## config.mk

```make
export PLATFORM = sky130hd
export DESIGN_NAME = daq_top
export DESIGN_NICKNAME = d
export VERILOG_FILES = /design/src/design/daq_pkg.sv /design/src/design/daq_top.sv /design/src/design/data_make.sv /design/src/design/ram_usb.sv /design/src/design/usb_rx.sv
export VERILOG_INCLUDE_DIRS = /design/src /design/src/design
export SDC_FILE = /design/constraint.sdc
export NUM_CORES = 2
export LEC_CHECK = 0
export ABC_AREA = 1
export BUFFER_PORTS_ARGS = -buffer_cell sky130_fd_sc_hd__buf_4
export CORE_MARGIN = 2
export CORE_UTILIZATION = 65
export CTS_CLUSTER_DIAMETER = 50
export CTS_CLUSTER_SIZE = 24
export DETAILED_ROUTE_END_ITERATION = 16
export PLACE_DENSITY_LB_ADDON = 0.2
export SLEW_MARGIN = 5
export SYNTH_ARGS = -nofsm -noshare
export SYNTH_HDL_FRONTEND = slang
export SYNTH_SLANG_ARGS = --single-unit
```

## constraint.sdc

```tcl
create_clock -name clk -period 8.1 [get_ports clk]
set_clock_uncertainty 0.15 [all_clocks]
set_input_delay 1.62 -clock clk [delete_from_list [all_inputs] [get_ports clk]]
set_output_delay 1.62 -clock clk [all_outputs]
set_load 0.03 [all_outputs]
```

## src/design/daq_settings.svh

```systemverilog
`ifndef DAQ_SETTINGS_SVH
`define DAQ_SETTINGS_SVH

// number of receiver lanes.
`define DAQ_NUM_CH 4

// rows held per lane in the row buffer.
`define DAQ_DEPTH 64

// row address width to cover DAQ_DEPTH.
`define DAQ_ADDR_W 6

// byte count width is one bit wider than the address so a full lane reads 64.
`define DAQ_CNT_W 7

// upper nibble of every frame header.
`define DAQ_HDR_TAG 4'hA

`endif

```

## src/design/daq_pkg.sv

```systemverilog
`include "daq_settings.svh"

package daq_pkg;

    typedef logic [3:0] nibble_t;                   // serial word from a receiver pin.
    typedef logic [7:0] byte_t;
    typedef logic [3:0] btype_t;                    // frame type for the low nibble of the header.
    typedef logic [`DAQ_ADDR_W-1:0] row_addr_t;
    typedef logic [`DAQ_CNT_W-1:0] cnt_t;

    // {overflow, odd nibble, count}.
    typedef logic [8:0] ch_stat_t;

    typedef logic [8:0] tx_addr_t;                  // largest frame is 259 bytes.

    typedef enum logic [1:0] {
        RX_LOW,
        RX_HIGH,
        RX_FULL
    } rx_state_t;

    typedef enum logic [2:0] {
        MK_IDLE,
        MK_HDR,
        MK_LEN,
        MK_ROWS,
        MK_SUM
    } mk_state_t;

endpackage

```

## src/design/daq_top.sv

```systemverilog
`include "daq_settings.svh"

module daq_top (
    input  logic                                       clk,
    input  logic                                       rst,
    input  daq_pkg::nibble_t       [`DAQ_NUM_CH-1:0]   pin_rxd,
    input  logic                   [`DAQ_NUM_CH-1:0]   pin_read,
    input  logic                                       fs,
    input  daq_pkg::btype_t                            btype,
    output wire daq_pkg::ch_stat_t [`DAQ_NUM_CH-1:0]   dev_stat,
    output logic                                       ram_data_txen,
    output daq_pkg::tx_addr_t                          ram_data_txa,
    output daq_pkg::byte_t                             ram_data_txd,
    output logic                                       fd
);

    wire logic               [`DAQ_NUM_CH-1:0] ram_txen;
    wire daq_pkg::row_addr_t [`DAQ_NUM_CH-1:0] ram_txa;
    wire daq_pkg::byte_t     [`DAQ_NUM_CH-1:0] ram_txd;
    wire daq_pkg::byte_t     [`DAQ_NUM_CH-1:0] ram_rxd;
    wire daq_pkg::row_addr_t                   ram_rxa;

    for (genvar i = 0; i < `DAQ_NUM_CH; i++) begin : usb_inst
        usb_rx
        usb_dut (
            .clk(clk),
            .rst(rst),
            .clear(fd),                          // a finished frame rearms capture.

            .pin_rxd(pin_rxd[i]),
            .pin_read(pin_read[i]),

            .ram_txen(ram_txen[i]),
            .ram_txa(ram_txa[i]),
            .ram_txd(ram_txd[i]),

            .cache_stat(dev_stat[i])
        );
    end

    ram_usb
    ram_usb_dut (
        .clk(clk),
        .txen(ram_txen),
        .txa(ram_txa),
        .txd(ram_txd),
        .rxa(ram_rxa),
        .rxd(ram_rxd)
    );

    data_make
    data_make_dut (
        .clk(clk),
        .rst(rst),

        .fs(fs),
        .btype(btype),
        .usb_stat(dev_stat),

        .ram_rxa(ram_rxa),
        .ram_rxd(ram_rxd),

        .ram_data_txen(ram_data_txen),
        .ram_data_txa(ram_data_txa),
        .ram_data_txd(ram_data_txd),

        .fd(fd)
    );

endmodule

```

## src/design/data_make.sv

```systemverilog
`include "daq_settings.svh"

module data_make (
    input  logic                                  clk,
    input  logic                                  rst,
    input  logic                                  fs,
    input  daq_pkg::btype_t                       btype,
    input  daq_pkg::ch_stat_t [`DAQ_NUM_CH-1:0]   usb_stat,
    input  daq_pkg::byte_t    [`DAQ_NUM_CH-1:0]   ram_rxd,
    output daq_pkg::row_addr_t                    ram_rxa,
    output logic                                  ram_data_txen,
    output daq_pkg::tx_addr_t                     ram_data_txa,
    output daq_pkg::byte_t                        ram_data_txd,
    output logic                                  fd
);

    localparam int NUM_CH = `DAQ_NUM_CH;
    localparam int LANE_W = (NUM_CH > 1) ? $clog2(NUM_CH) : 1;
    localparam logic [LANE_W-1:0] LAST_LANE = LANE_W'(NUM_CH - 1);

    daq_pkg::mk_state_t state;
    daq_pkg::btype_t    btype_q;
    daq_pkg::cnt_t      len_q;
    daq_pkg::cnt_t      min_cnt;
    daq_pkg::row_addr_t row;
    logic [LANE_W-1:0]  lane;
    daq_pkg::tx_addr_t  txa_q;
    daq_pkg::byte_t     sum;
    logic               last_row;

    // frame length is the shortest lane.
    always_comb begin
        min_cnt = usb_stat[0][`DAQ_CNT_W-1:0];
        for (int i = 1; i < NUM_CH; i++) begin
            if (usb_stat[i][`DAQ_CNT_W-1:0] < min_cnt) begin
                min_cnt = usb_stat[i][`DAQ_CNT_W-1:0];
            end
        end
    end

    assign last_row = (daq_pkg::cnt_t'(row) + 1'b1 == len_q);

    // next row is requested while the last lane of this one goes out.
    assign ram_rxa = (state == daq_pkg::MK_ROWS && lane == LAST_LANE) ? row + 1'b1 : row;

    always_ff @(posedge clk) begin
        if (rst) begin
            state <= daq_pkg::MK_IDLE;
            fd    <= 1'b0;
            row   <= '0;
            lane  <= '0;
            txa_q <= '0;
            sum   <= '0;
        end else begin
            fd <= 1'b0;
            if (ram_data_txen) begin
                txa_q <= txa_q + 1'b1;
                sum   <= sum ^ ram_data_txd;     // running checksum.
            end
            case (state)
                daq_pkg::MK_IDLE: begin
                    if (fs) begin
                        state <= daq_pkg::MK_HDR;
                        txa_q <= '0;
                        sum   <= '0;
                        row   <= '0;
                        lane  <= '0;
                    end
                end
                daq_pkg::MK_HDR: begin
                    state <= daq_pkg::MK_LEN;
                end
                daq_pkg::MK_LEN: begin
                    if (len_q == '0) begin
                        state <= daq_pkg::MK_SUM;
                    end else begin
                        state <= daq_pkg::MK_ROWS;
                    end
                end
                daq_pkg::MK_ROWS: begin
                    if (lane == LAST_LANE) begin
                        lane <= '0;
                        if (last_row) begin
                            state <= daq_pkg::MK_SUM;
                        end else begin
                            row <= row + 1'b1;
                        end
                    end else begin
                        lane <= lane + 1'b1;
                    end
                end
                daq_pkg::MK_SUM: begin
                    state <= daq_pkg::MK_IDLE;
                    fd    <= 1'b1;
                end
                default: begin
                    state <= daq_pkg::MK_IDLE;
                end
            endcase
        end
    end

    always_ff @(posedge clk) begin
        if (state == daq_pkg::MK_IDLE && fs) begin
            btype_q <= btype;
            len_q   <= min_cnt;
        end
    end

    assign ram_data_txen = (state != daq_pkg::MK_IDLE);
    assign ram_data_txa  = txa_q;

    always_comb begin
        case (state)
            daq_pkg::MK_HDR:  ram_data_txd = {`DAQ_HDR_TAG, btype_q};
            daq_pkg::MK_LEN:  ram_data_txd = daq_pkg::byte_t'(len_q);
            daq_pkg::MK_ROWS: ram_data_txd = ram_rxd[lane];
            daq_pkg::MK_SUM:  ram_data_txd = sum;
            default:          ram_data_txd = '0;
        endcase
    end

    a_fs_when_idle: assert property (
        @(posedge clk) disable iff (rst)
        fs |-> (state == daq_pkg::MK_IDLE)
    ) else $error("fs arrived while a frame was in progress.");

    a_fd_single: assert property (
        @(posedge clk) disable iff (rst)
        fd |=> !fd
    ) else $error("fd held longer than one cycle.");

    // writes inside a frame land on consecutive addresses.
    a_txa_step: assert property (
        @(posedge clk) disable iff (rst)
        (ram_data_txen && $past(ram_data_txen)) |-> (ram_data_txa == $past(ram_data_txa) + 1'b1)
    ) else $error("frame write address skipped.");

endmodule

```

## src/design/ram_usb.sv

```systemverilog
`include "daq_settings.svh"

module ram_usb (
    input  logic                                   clk,
    input  logic               [`DAQ_NUM_CH-1:0]   txen,
    input  daq_pkg::row_addr_t [`DAQ_NUM_CH-1:0]   txa,
    input  daq_pkg::byte_t     [`DAQ_NUM_CH-1:0]   txd,
    input  daq_pkg::row_addr_t                     rxa,
    output daq_pkg::byte_t     [`DAQ_NUM_CH-1:0]   rxd
);

    // one memory per lane and every lane reads the same row.
    for (genvar i = 0; i < `DAQ_NUM_CH; i++) begin : g_lane

        daq_pkg::byte_t mem [`DAQ_DEPTH];
        daq_pkg::byte_t rd_q;

        always_ff @(posedge clk) begin
            if (txen[i]) begin
                mem[txa[i]] <= txd[i];           // lane owned by receiver i.
            end
            rd_q <= mem[rxa];                    // one cycle read latency.
        end

        assign rxd[i] = rd_q;

    end

endmodule

```

## src/design/usb_rx.sv

```systemverilog
`include "daq_settings.svh"

module usb_rx (
    input  logic               clk,
    input  logic               rst,
    input  logic               clear,
    input  daq_pkg::nibble_t   pin_rxd,
    input  logic               pin_read,
    output logic               ram_txen,
    output daq_pkg::row_addr_t ram_txa,
    output daq_pkg::byte_t     ram_txd,
    output daq_pkg::ch_stat_t  cache_stat
);

    localparam daq_pkg::cnt_t DEPTH = daq_pkg::cnt_t'(`DAQ_DEPTH);

    daq_pkg::rx_state_t state;
    daq_pkg::cnt_t      count;
    daq_pkg::nibble_t   low_q;
    logic               odd_flag;
    logic               ovf_flag;
    logic               take_low;
    logic               take_high;

    assign take_low  = pin_read && (state == daq_pkg::RX_LOW);
    assign take_high = pin_read && (state == daq_pkg::RX_HIGH);

    // nibble pairing, byte count and error flags.
    always_ff @(posedge clk) begin
        if (rst || clear) begin
            state    <= daq_pkg::RX_LOW;
            count    <= '0;
            odd_flag <= 1'b0;
            ovf_flag <= 1'b0;
            ram_txen <= 1'b0;
        end else begin
            ram_txen <= 1'b0;
            case (state)
                daq_pkg::RX_LOW: begin
                    if (pin_read) begin
                        state <= daq_pkg::RX_HIGH;
                    end
                end
                daq_pkg::RX_HIGH: begin
                    if (pin_read) begin
                        ram_txen <= 1'b1;
                        count    <= count + 1'b1;
                        if (count == DEPTH - 1'b1) begin
                            state <= daq_pkg::RX_FULL;     // last row taken.
                        end else begin
                            state <= daq_pkg::RX_LOW;
                        end
                    end else begin
                        odd_flag <= 1'b1;                  // burst ended mid byte.
                        state    <= daq_pkg::RX_LOW;
                    end
                end
                daq_pkg::RX_FULL: begin
                    if (pin_read) begin
                        ovf_flag <= 1'b1;                  // data beyond depth is lost.
                    end
                end
                default: begin
                    state <= daq_pkg::RX_LOW;
                end
            endcase
        end
    end

    // low half is held until its partner nibble shows up.
    always_ff @(posedge clk) begin
        if (take_low) begin
            low_q <= pin_rxd;
        end
        if (take_high) begin
            ram_txd <= {pin_rxd, low_q};
            ram_txa <= daq_pkg::row_addr_t'(count);
        end
    end

    assign cache_stat = {ovf_flag, odd_flag, count};

    // a byte write must come from a row below depth.
    a_no_write_at_depth: assert property (
        @(posedge clk) disable iff (rst)
        ram_txen |-> ($past(count) < DEPTH)
    ) else $error("usb_rx wrote with count at depth.");

endmodule

```

# Word level (Yosys, flattened, before mapping)
# Memories as Yosys holds them, arrays and structs flattened. A register that Yosys moved wholly into a read port is not among the register bits.
# Cells that the tools add are included.
[totals]
regBits = 160
latch_bits = 0
ram_bits = 2048
rom_bits = 0
in_bits = 27
output_inout_bits = 55
wordCells = 191
memories = 4
[memory_table]
columns = ["memory", "words", "word_bits", "read_ports", "rd_ports_with_merged_regs", "write_ports", "line", "text"]
rows = [
  ["ram_usb_dut.g_lane[0].mem", 64, 8, 1, 1, 1, "ram_usb.sv:15", "daq_pkg::byte_t mem [`DAQ_DEPTH];"],
  ["ram_usb_dut.g_lane[1].mem", 64, 8, 1, 1, 1, "ram_usb.sv:15", ""],
  ["ram_usb_dut.g_lane[2].mem", 64, 8, 1, 1, 1, "ram_usb.sv:15", ""],
  ["ram_usb_dut.g_lane[3].mem", 64, 8, 1, 1, 1, "ram_usb.sv:15", ""],
]
[classes]
addsub = 8
multipliers = 0
div = 0
order_cmp = 4
n_eq_ne = 26
n_shift = 0
muxes = 54
bitwise_logic = 13
reduce_logical = 42
[ops]
columns = ["operator", "count"]
rows = [
  ["AND reduction 2 bit", 17],
  ["two-way mux 8 bit", 4],
  ["case mux 8 bit (4 select lines)", 1],
  ["adder 7 x 1 -> 7 bit, second input constant", 4],
  ["== test 7 x 6 -> 1 bit, second input constant", 4],
  ["two-way mux 2 bit", 14],
  ["two-way mux 9 bit", 3],
  ["two-way mux 6 bit", 4],
  ["case mux 2 bit (3 select lines)", 4],
  ["less-than comparator 7 bit", 3],
  ["two-way mux 7 bit", 3],
  ["binary-select mux 8 bit (select 2 bit)", 1],
  ["inequality test 2 bit, second input constant", 7],
  ["two-way mux 1 bit", 13],
  ["two-way mux 3 bit", 4],
  ["NOT 1 bit", 12],
  ["case mux 3 bit (4 select lines)", 1],
  ["case mux 6 bit (2 select lines)", 1],
  ["== test 2 bit, second input constant", 5],
  ["logical AND 1 bit", 10],
  ["adder 9 x 1 -> 9 bit, second input constant", 1],
  ["== test 2 x 1 -> 1 bit, second input constant", 4],
  ["logical NOT 2 bit", 4],
  ["OR reduction 2 bit", 4],
  ["other kinds (18)", 19],
]

# Logic depth before layout (Yosys ltp)
[depth]
word_depth = 7
ltp_mapped = 31

# Modules after synthesis
# Synthesis repeated with hierarchy kept, for this count alone.
[hier_totals]
hier_cells = 7819
area_unflattened_um2 = 91205.0
[by_module_without_submodules]
columns = ["module", "instances", "cells_per_inst", "area_each_um2", "seq_area_each_um2"]
rows = [
  ["ram_usb", 1, 7046, 83822.9, 62139.6],
  ["usb_rx", 4, 84, 1094.8, 780.7],
  ["data_make", 1, 437, 3002.9, 910.9],
]

# Worst setup path before layout
# Ideal clock, no wire load.
[synth_path]
kind = "register to register"
from = "register usb_inst[0].usb_dut.count[4]"
to = "register data_make_dut.len_q[0] (data pin)"
arrival_time_ns = 4.276
path_slack_ns = 3.421
path_stages_with_launch = 26
path_buffers = 2
period_less_slack_ns = 4.679
path_cell_list = "dfxtp_1 inv_1 ha_1 nand2_1 nand2_1 a21oi_2 nand2_1 buf_2 nand2_1 o21ai_0 ha_1 nand2_1 nor2_1 nand2_1 nor2_1 nand2_1 nand2_1 clkbuf_1 o21ai_0 ha_1 a21oi_1 nor2_1 a211oi_1 nand2_1 nand2_1 nand2_1"
[synth_via]
elab_chain_cells = 6
[synth_lines]
columns = ["element", "line", "text"]
rows = [
  ["from (decl)", "usb_rx.sv:18", "daq_pkg::cnt_t count;"],
  ["from (signal assigned)", "usb_rx.sv:47", "count <= count + 1'b1;"],
  ["less-than comparator 7 bit", "data_make.sv:35", "if (usb_stat[i][`DAQ_CNT_W-1:0] < min_cnt) begin"],
  ["two-way mux 7 bit *", "data_make.sv:35", ""],
  ["less-than comparator 7 bit", "data_make.sv:35", ""],
  ["two-way mux 7 bit *", "data_make.sv:35", ""],
  ["less-than comparator 7 bit", "data_make.sv:35", ""],
  ["two-way mux 7 bit *", "data_make.sv:35", ""],
  ["named net data_make_dut.min_cnt[0]", "data_make.sv:24", "daq_pkg::cnt_t min_cnt;"],
  ["to (signal assigned)", "data_make.sv:106", "len_q <= min_cnt;"],
  ["to (decl)", "data_make.sv:23", "daq_pkg::cnt_t len_q;"],
]
# Mark *: on every way through the listed nets, which the timed path passes. The rest lies on a longest branch.
# A chain may end at the register's enable or synchronous reset.

# Worst setup path in the final report
[layout_path]
from = "register usb_inst[0].usb_dut.count[4]"
to = "register data_make_dut.len_q[3] (data pin)"
# Same word-level chain as after synthesis.

==> flow_summary_export.csv <==
group,metric,value,unit
run_status,status,"complete, no violations",
synth,synth-edff-count,2131,
grt,grt_max_degree,225,
clock_network,cts_setup_buffers,0,
synth,yosysTopAreaCell,"edfxtp_1",
grt,grt_first_pass_wirelength,333000,um
synth,synth_most_common_cell,"edfxtp_1",
pwr,p_per_area,227,mW/mm^2
place,finalWeightedCongestion,0.917,
synth,synth_nets,6936,
hold_path,hold_class,"flip-flop to flip-flop",
pwr,p_clk_frac,0.392,
detailed_routing,routed_wl,221000,um
detailed_routing,final_antenna_net_count,0,
floorplanning,placementRows,135,
synth,ys_types,47,
detailed_routing,drt-initial-drc-count,8507,
layout,layout-drive-gt1-share,0.0744,
clock_network,htree_levels,4,
floorplanning,core-area,0.136,mm^2
layout,area_growth,8.22,%
critical_path,critPathMaxFanout,13,
pwr,peakVddDrop,0.224,mV
synth,syn_avg_cell_area,12.9,um^2
clock_network,path_clk_slew,0.08,ns
place,io_buffers,81,
pwr,total_power,21.8,mW
pwr,p_leak,30.7,nW
grt,grtUsageTotal,0.314,
clock_network,cts-root-buf,"clkbuf_16",
floorplanning,die_x,374,um
critical_path,worstPathRequired,8.52,ns
detailed_routing,wire_per_inst,25.6,um
floorplanning,dieArea,0.140,mm^2
layout,final_cells,8662,
pwr,swShare,0.219,
grt,antenna_found_initial,2,
critical_path,crit_type,"flip-flop to flip-flop",
floorplanning,die_h,374,um
sta,slew_violations,0,
clock_network,cts_buffer_depth,3,
run,cap_viol_max_count,0,
sta,setup_violations,0,
grt,grt.overflow.total,0,
pwr,intPower,17.0,mW
layout,fillers,8768,
place,dp_hpwl,123000,um
detailed_routing,route.detailed.drc,0,
clock_network,cts_tree,"built",
clock_network,cts_buffers,161,
clock_network,ctsResizeCount,0,
layout,nets,6790,
synth,synth_warnings,0,
sta,tightestPinTransition,1.22,ns
floorplanning,start_util,0.655,
synth,synth_top_cell_area_share,0.720,
pwr,p_sw,4.78,mW
sta,relSlewSlack,0.189,
layout,final_area,0.0962,mm^2
pwr,seq_power_share,0.582,
clock_network,cts.sink_count,2240,
place,post_dp_cell_area,0.0905,mm^2
synth,synth_area_leaders,"edfxtp_1, o21ai_0, nor2_1",
detailed_routing,via_per_inst,6.63,
synth,synthesis.area,0.0889,mm^2
critical_path,setup.worst_path.end_class,"flip-flop",
place,dp_cells,8358,
synth,seq_area_frac_synth,0.744,
detailed_routing,first_pass_iters,8,
sta,max_freq,0.188,GHz
floorplanning,ios,82,
synth,syn-instance-count,6886,
detailed_routing,vias,57400,
synth,synth_ff_type,"edfxtp_1",
synth,ys_async_sr_fraction,0,
synth,ys_ff_latch,2240,
synth,synth_commonest_cells,"edfxtp_1, nor2_1, o21ai_0",
clock_network,cts_hold_buf,0,
critical_path,worstPathArrival,5.73,ns
sta,setup_tns,0,ns
critical_path,crit_path_start_kind,"flip-flop",
sta,fin_crit,5.31,ns
sta,rsz0062_at_grt,"no",
clock_network,clkLatencyLatePin,0.83,ns
sta,fin_crit_sh,0.656,
grt,grt_pass1_vias,54300,
pwr,pwr-share-comb,0.026,
layout,final_core_util,0.709,
sta,hold_viol,0,
worst max-delay path, stage by stage (launching register included):
cell      delay, ns
dfxtp_1        0.40
inv_1          0.12
ha_1           0.32
nand2_1        0.06
nand2_1        0.06
a21oi_2        0.23
nand2_1        0.29
o21ai_0        0.43
ha_1           0.33
nand2_1        0.10
inv_1          0.04
nand2_1        0.05
inv_1          0.03
a21oi_1        0.15
nand2_1        0.24
o21ai_0        0.37
ha_1           0.31
a21oi_1        0.13
nor2_1         0.06
a211oi_1       0.65
nand2_1        0.31
nand2_1        0.14
nand2_1        0.06
path summary, 6_finish.rpt:
kind                                                  start                                        to  slack (ns)  depth (start not counted)
setup / recovery  usb_inst[0].usb_dut.count[4]$_SDFFE_PP0P_          data_make_dut.len_q[3]$_DFFE_PP_        2.79                         22
hold / removal       usb_inst[0].usb_dut.low_q[3]$_DFFE_PP_  usb_inst[0].usb_dut.ram_txd[3]$_DFFE_PP_        0.27                          0
setup reg to reg  usb_inst[0].usb_dut.count[4]$_SDFFE_PP0P_          data_make_dut.len_q[3]$_DFFE_PP_        2.79                         22
hold reg to reg      usb_inst[0].usb_dut.low_q[3]$_DFFE_PP_  usb_inst[0].usb_dut.ram_txd[3]$_DFFE_PP_        0.27                          0
per-stage QoR:
step	setup WS, ns	hold WS [ns]
finish	2.79	0.272
detailed placement	2.81	0.255
floorplan	3.42	0.250
CTS	2.81	0.274
global route	2.16	0.280
global placement	2.98	0.253
layout make-up:
cell class	instances	area (um^2)	area share
antenna	1	2.50	0.0000260
clock buffer	172	4140	0.0431
clock inverter	131	1490	0.0155
inverter	225	875	0.00909
multi-input combinational	3954	19900	0.207
sequential	2240	66200	0.688
tap	1781	2230	0.0232
timing repair buffer	158	1360	0.0142
registers in the layout, summed over array words and instances, names as in the netlist, 6 cells and up:
signal                      cells
usb_inst.usb_dut.ram_txd       32
ram_usb_dut.g_lane.mem       2048
data_make_dut.ram_data_txa      9
usb_inst.usb_dut.low_q         16
data_make_dut.row               6
usb_inst.usb_dut.state          8
usb_inst.usb_dut.count         28
usb_inst.usb_dut.ram_txa       24
ram_usb_dut.g_lane.rd_q        32
data_make_dut.sum               8
data_make_dut.len_q             7
layer usage:
metal,track usage,vias to the layer above,share of wire
met5,0,-,0
met4,0.124,0,0.040
met3,0.0558,500,0.10
met2,0.490,3250,0.47
met1,0.445,28300,0.38
li1,-,25400,-
power by group through the flow:
| stage | clock network [mW] | registers [mW] | logic [mW] |
|---|---|---|---|
| 2_1_floorplan | 0 | 13.0 | 0.312 |
| 3_3_place_gp | 0 | 12.9 | 0.545 |
| 3_5_place_dp | 0 | 12.9 | 0.560 |
| 4_1_cts | 8.60 | 12.7 | 0.562 |
| 5_1_grt | 9.01 | 12.7 | 0.617 |
| 6_report | 8.55 | 12.7 | 0.566 |
kinds of logic after synthesis:
group	Yosys count	synth area share
flip-flops	2240	0.744
AO/OA/AOI/OAI	2043	0.132
AND/OR/NAND/NOR	1874	0.0863
buffers and inverters	692	0.0325
adder cells (fa/ha/maj)	23	0.00324
XOR/XNOR	14	0.00138
cell usage in the layout, fill, tap and decap left out, drive strengths merged, types with 2 or more instances in the layout:
| cell type | netlist | final |
|---|---|---|
| a21oi | 49 | 49 |
| a31oi | 4 | 4 |
| and2 | 2 | 2 |
| buf | 159 | 158 |
| bufinv | 0 | 9 |
| clkbuf | 308 | 172 |
| clkinv | 2 | 51 |
| clkinvlp | 0 | 14 |
| dfxtp | 109 | 109 |
| edfxtp | 2131 | 2131 |
| ha | 23 | 23 |
| inv | 223 | 282 |
| nand2 | 189 | 189 |
| nand3 | 255 | 255 |
| nand3b | 3 | 3 |
| nand4 | 37 | 37 |
| nor2 | 1308 | 1308 |
| nor3 | 30 | 30 |
| nor3b | 4 | 4 |
| nor4 | 10 | 10 |
| o2111ai | 4 | 4 |
| o211ai | 170 | 170 |
| o21a | 5 | 5 |
| o21ai | 1290 | 1290 |
| o21bai | 33 | 33 |
| o221ai | 135 | 135 |
| o22ai | 346 | 346 |
| o31ai | 2 | 2 |
| or2 | 34 | 34 |
| xnor2 | 3 | 3 |
| xor2 | 11 | 11 |
(Power assumes the default switching activity.)
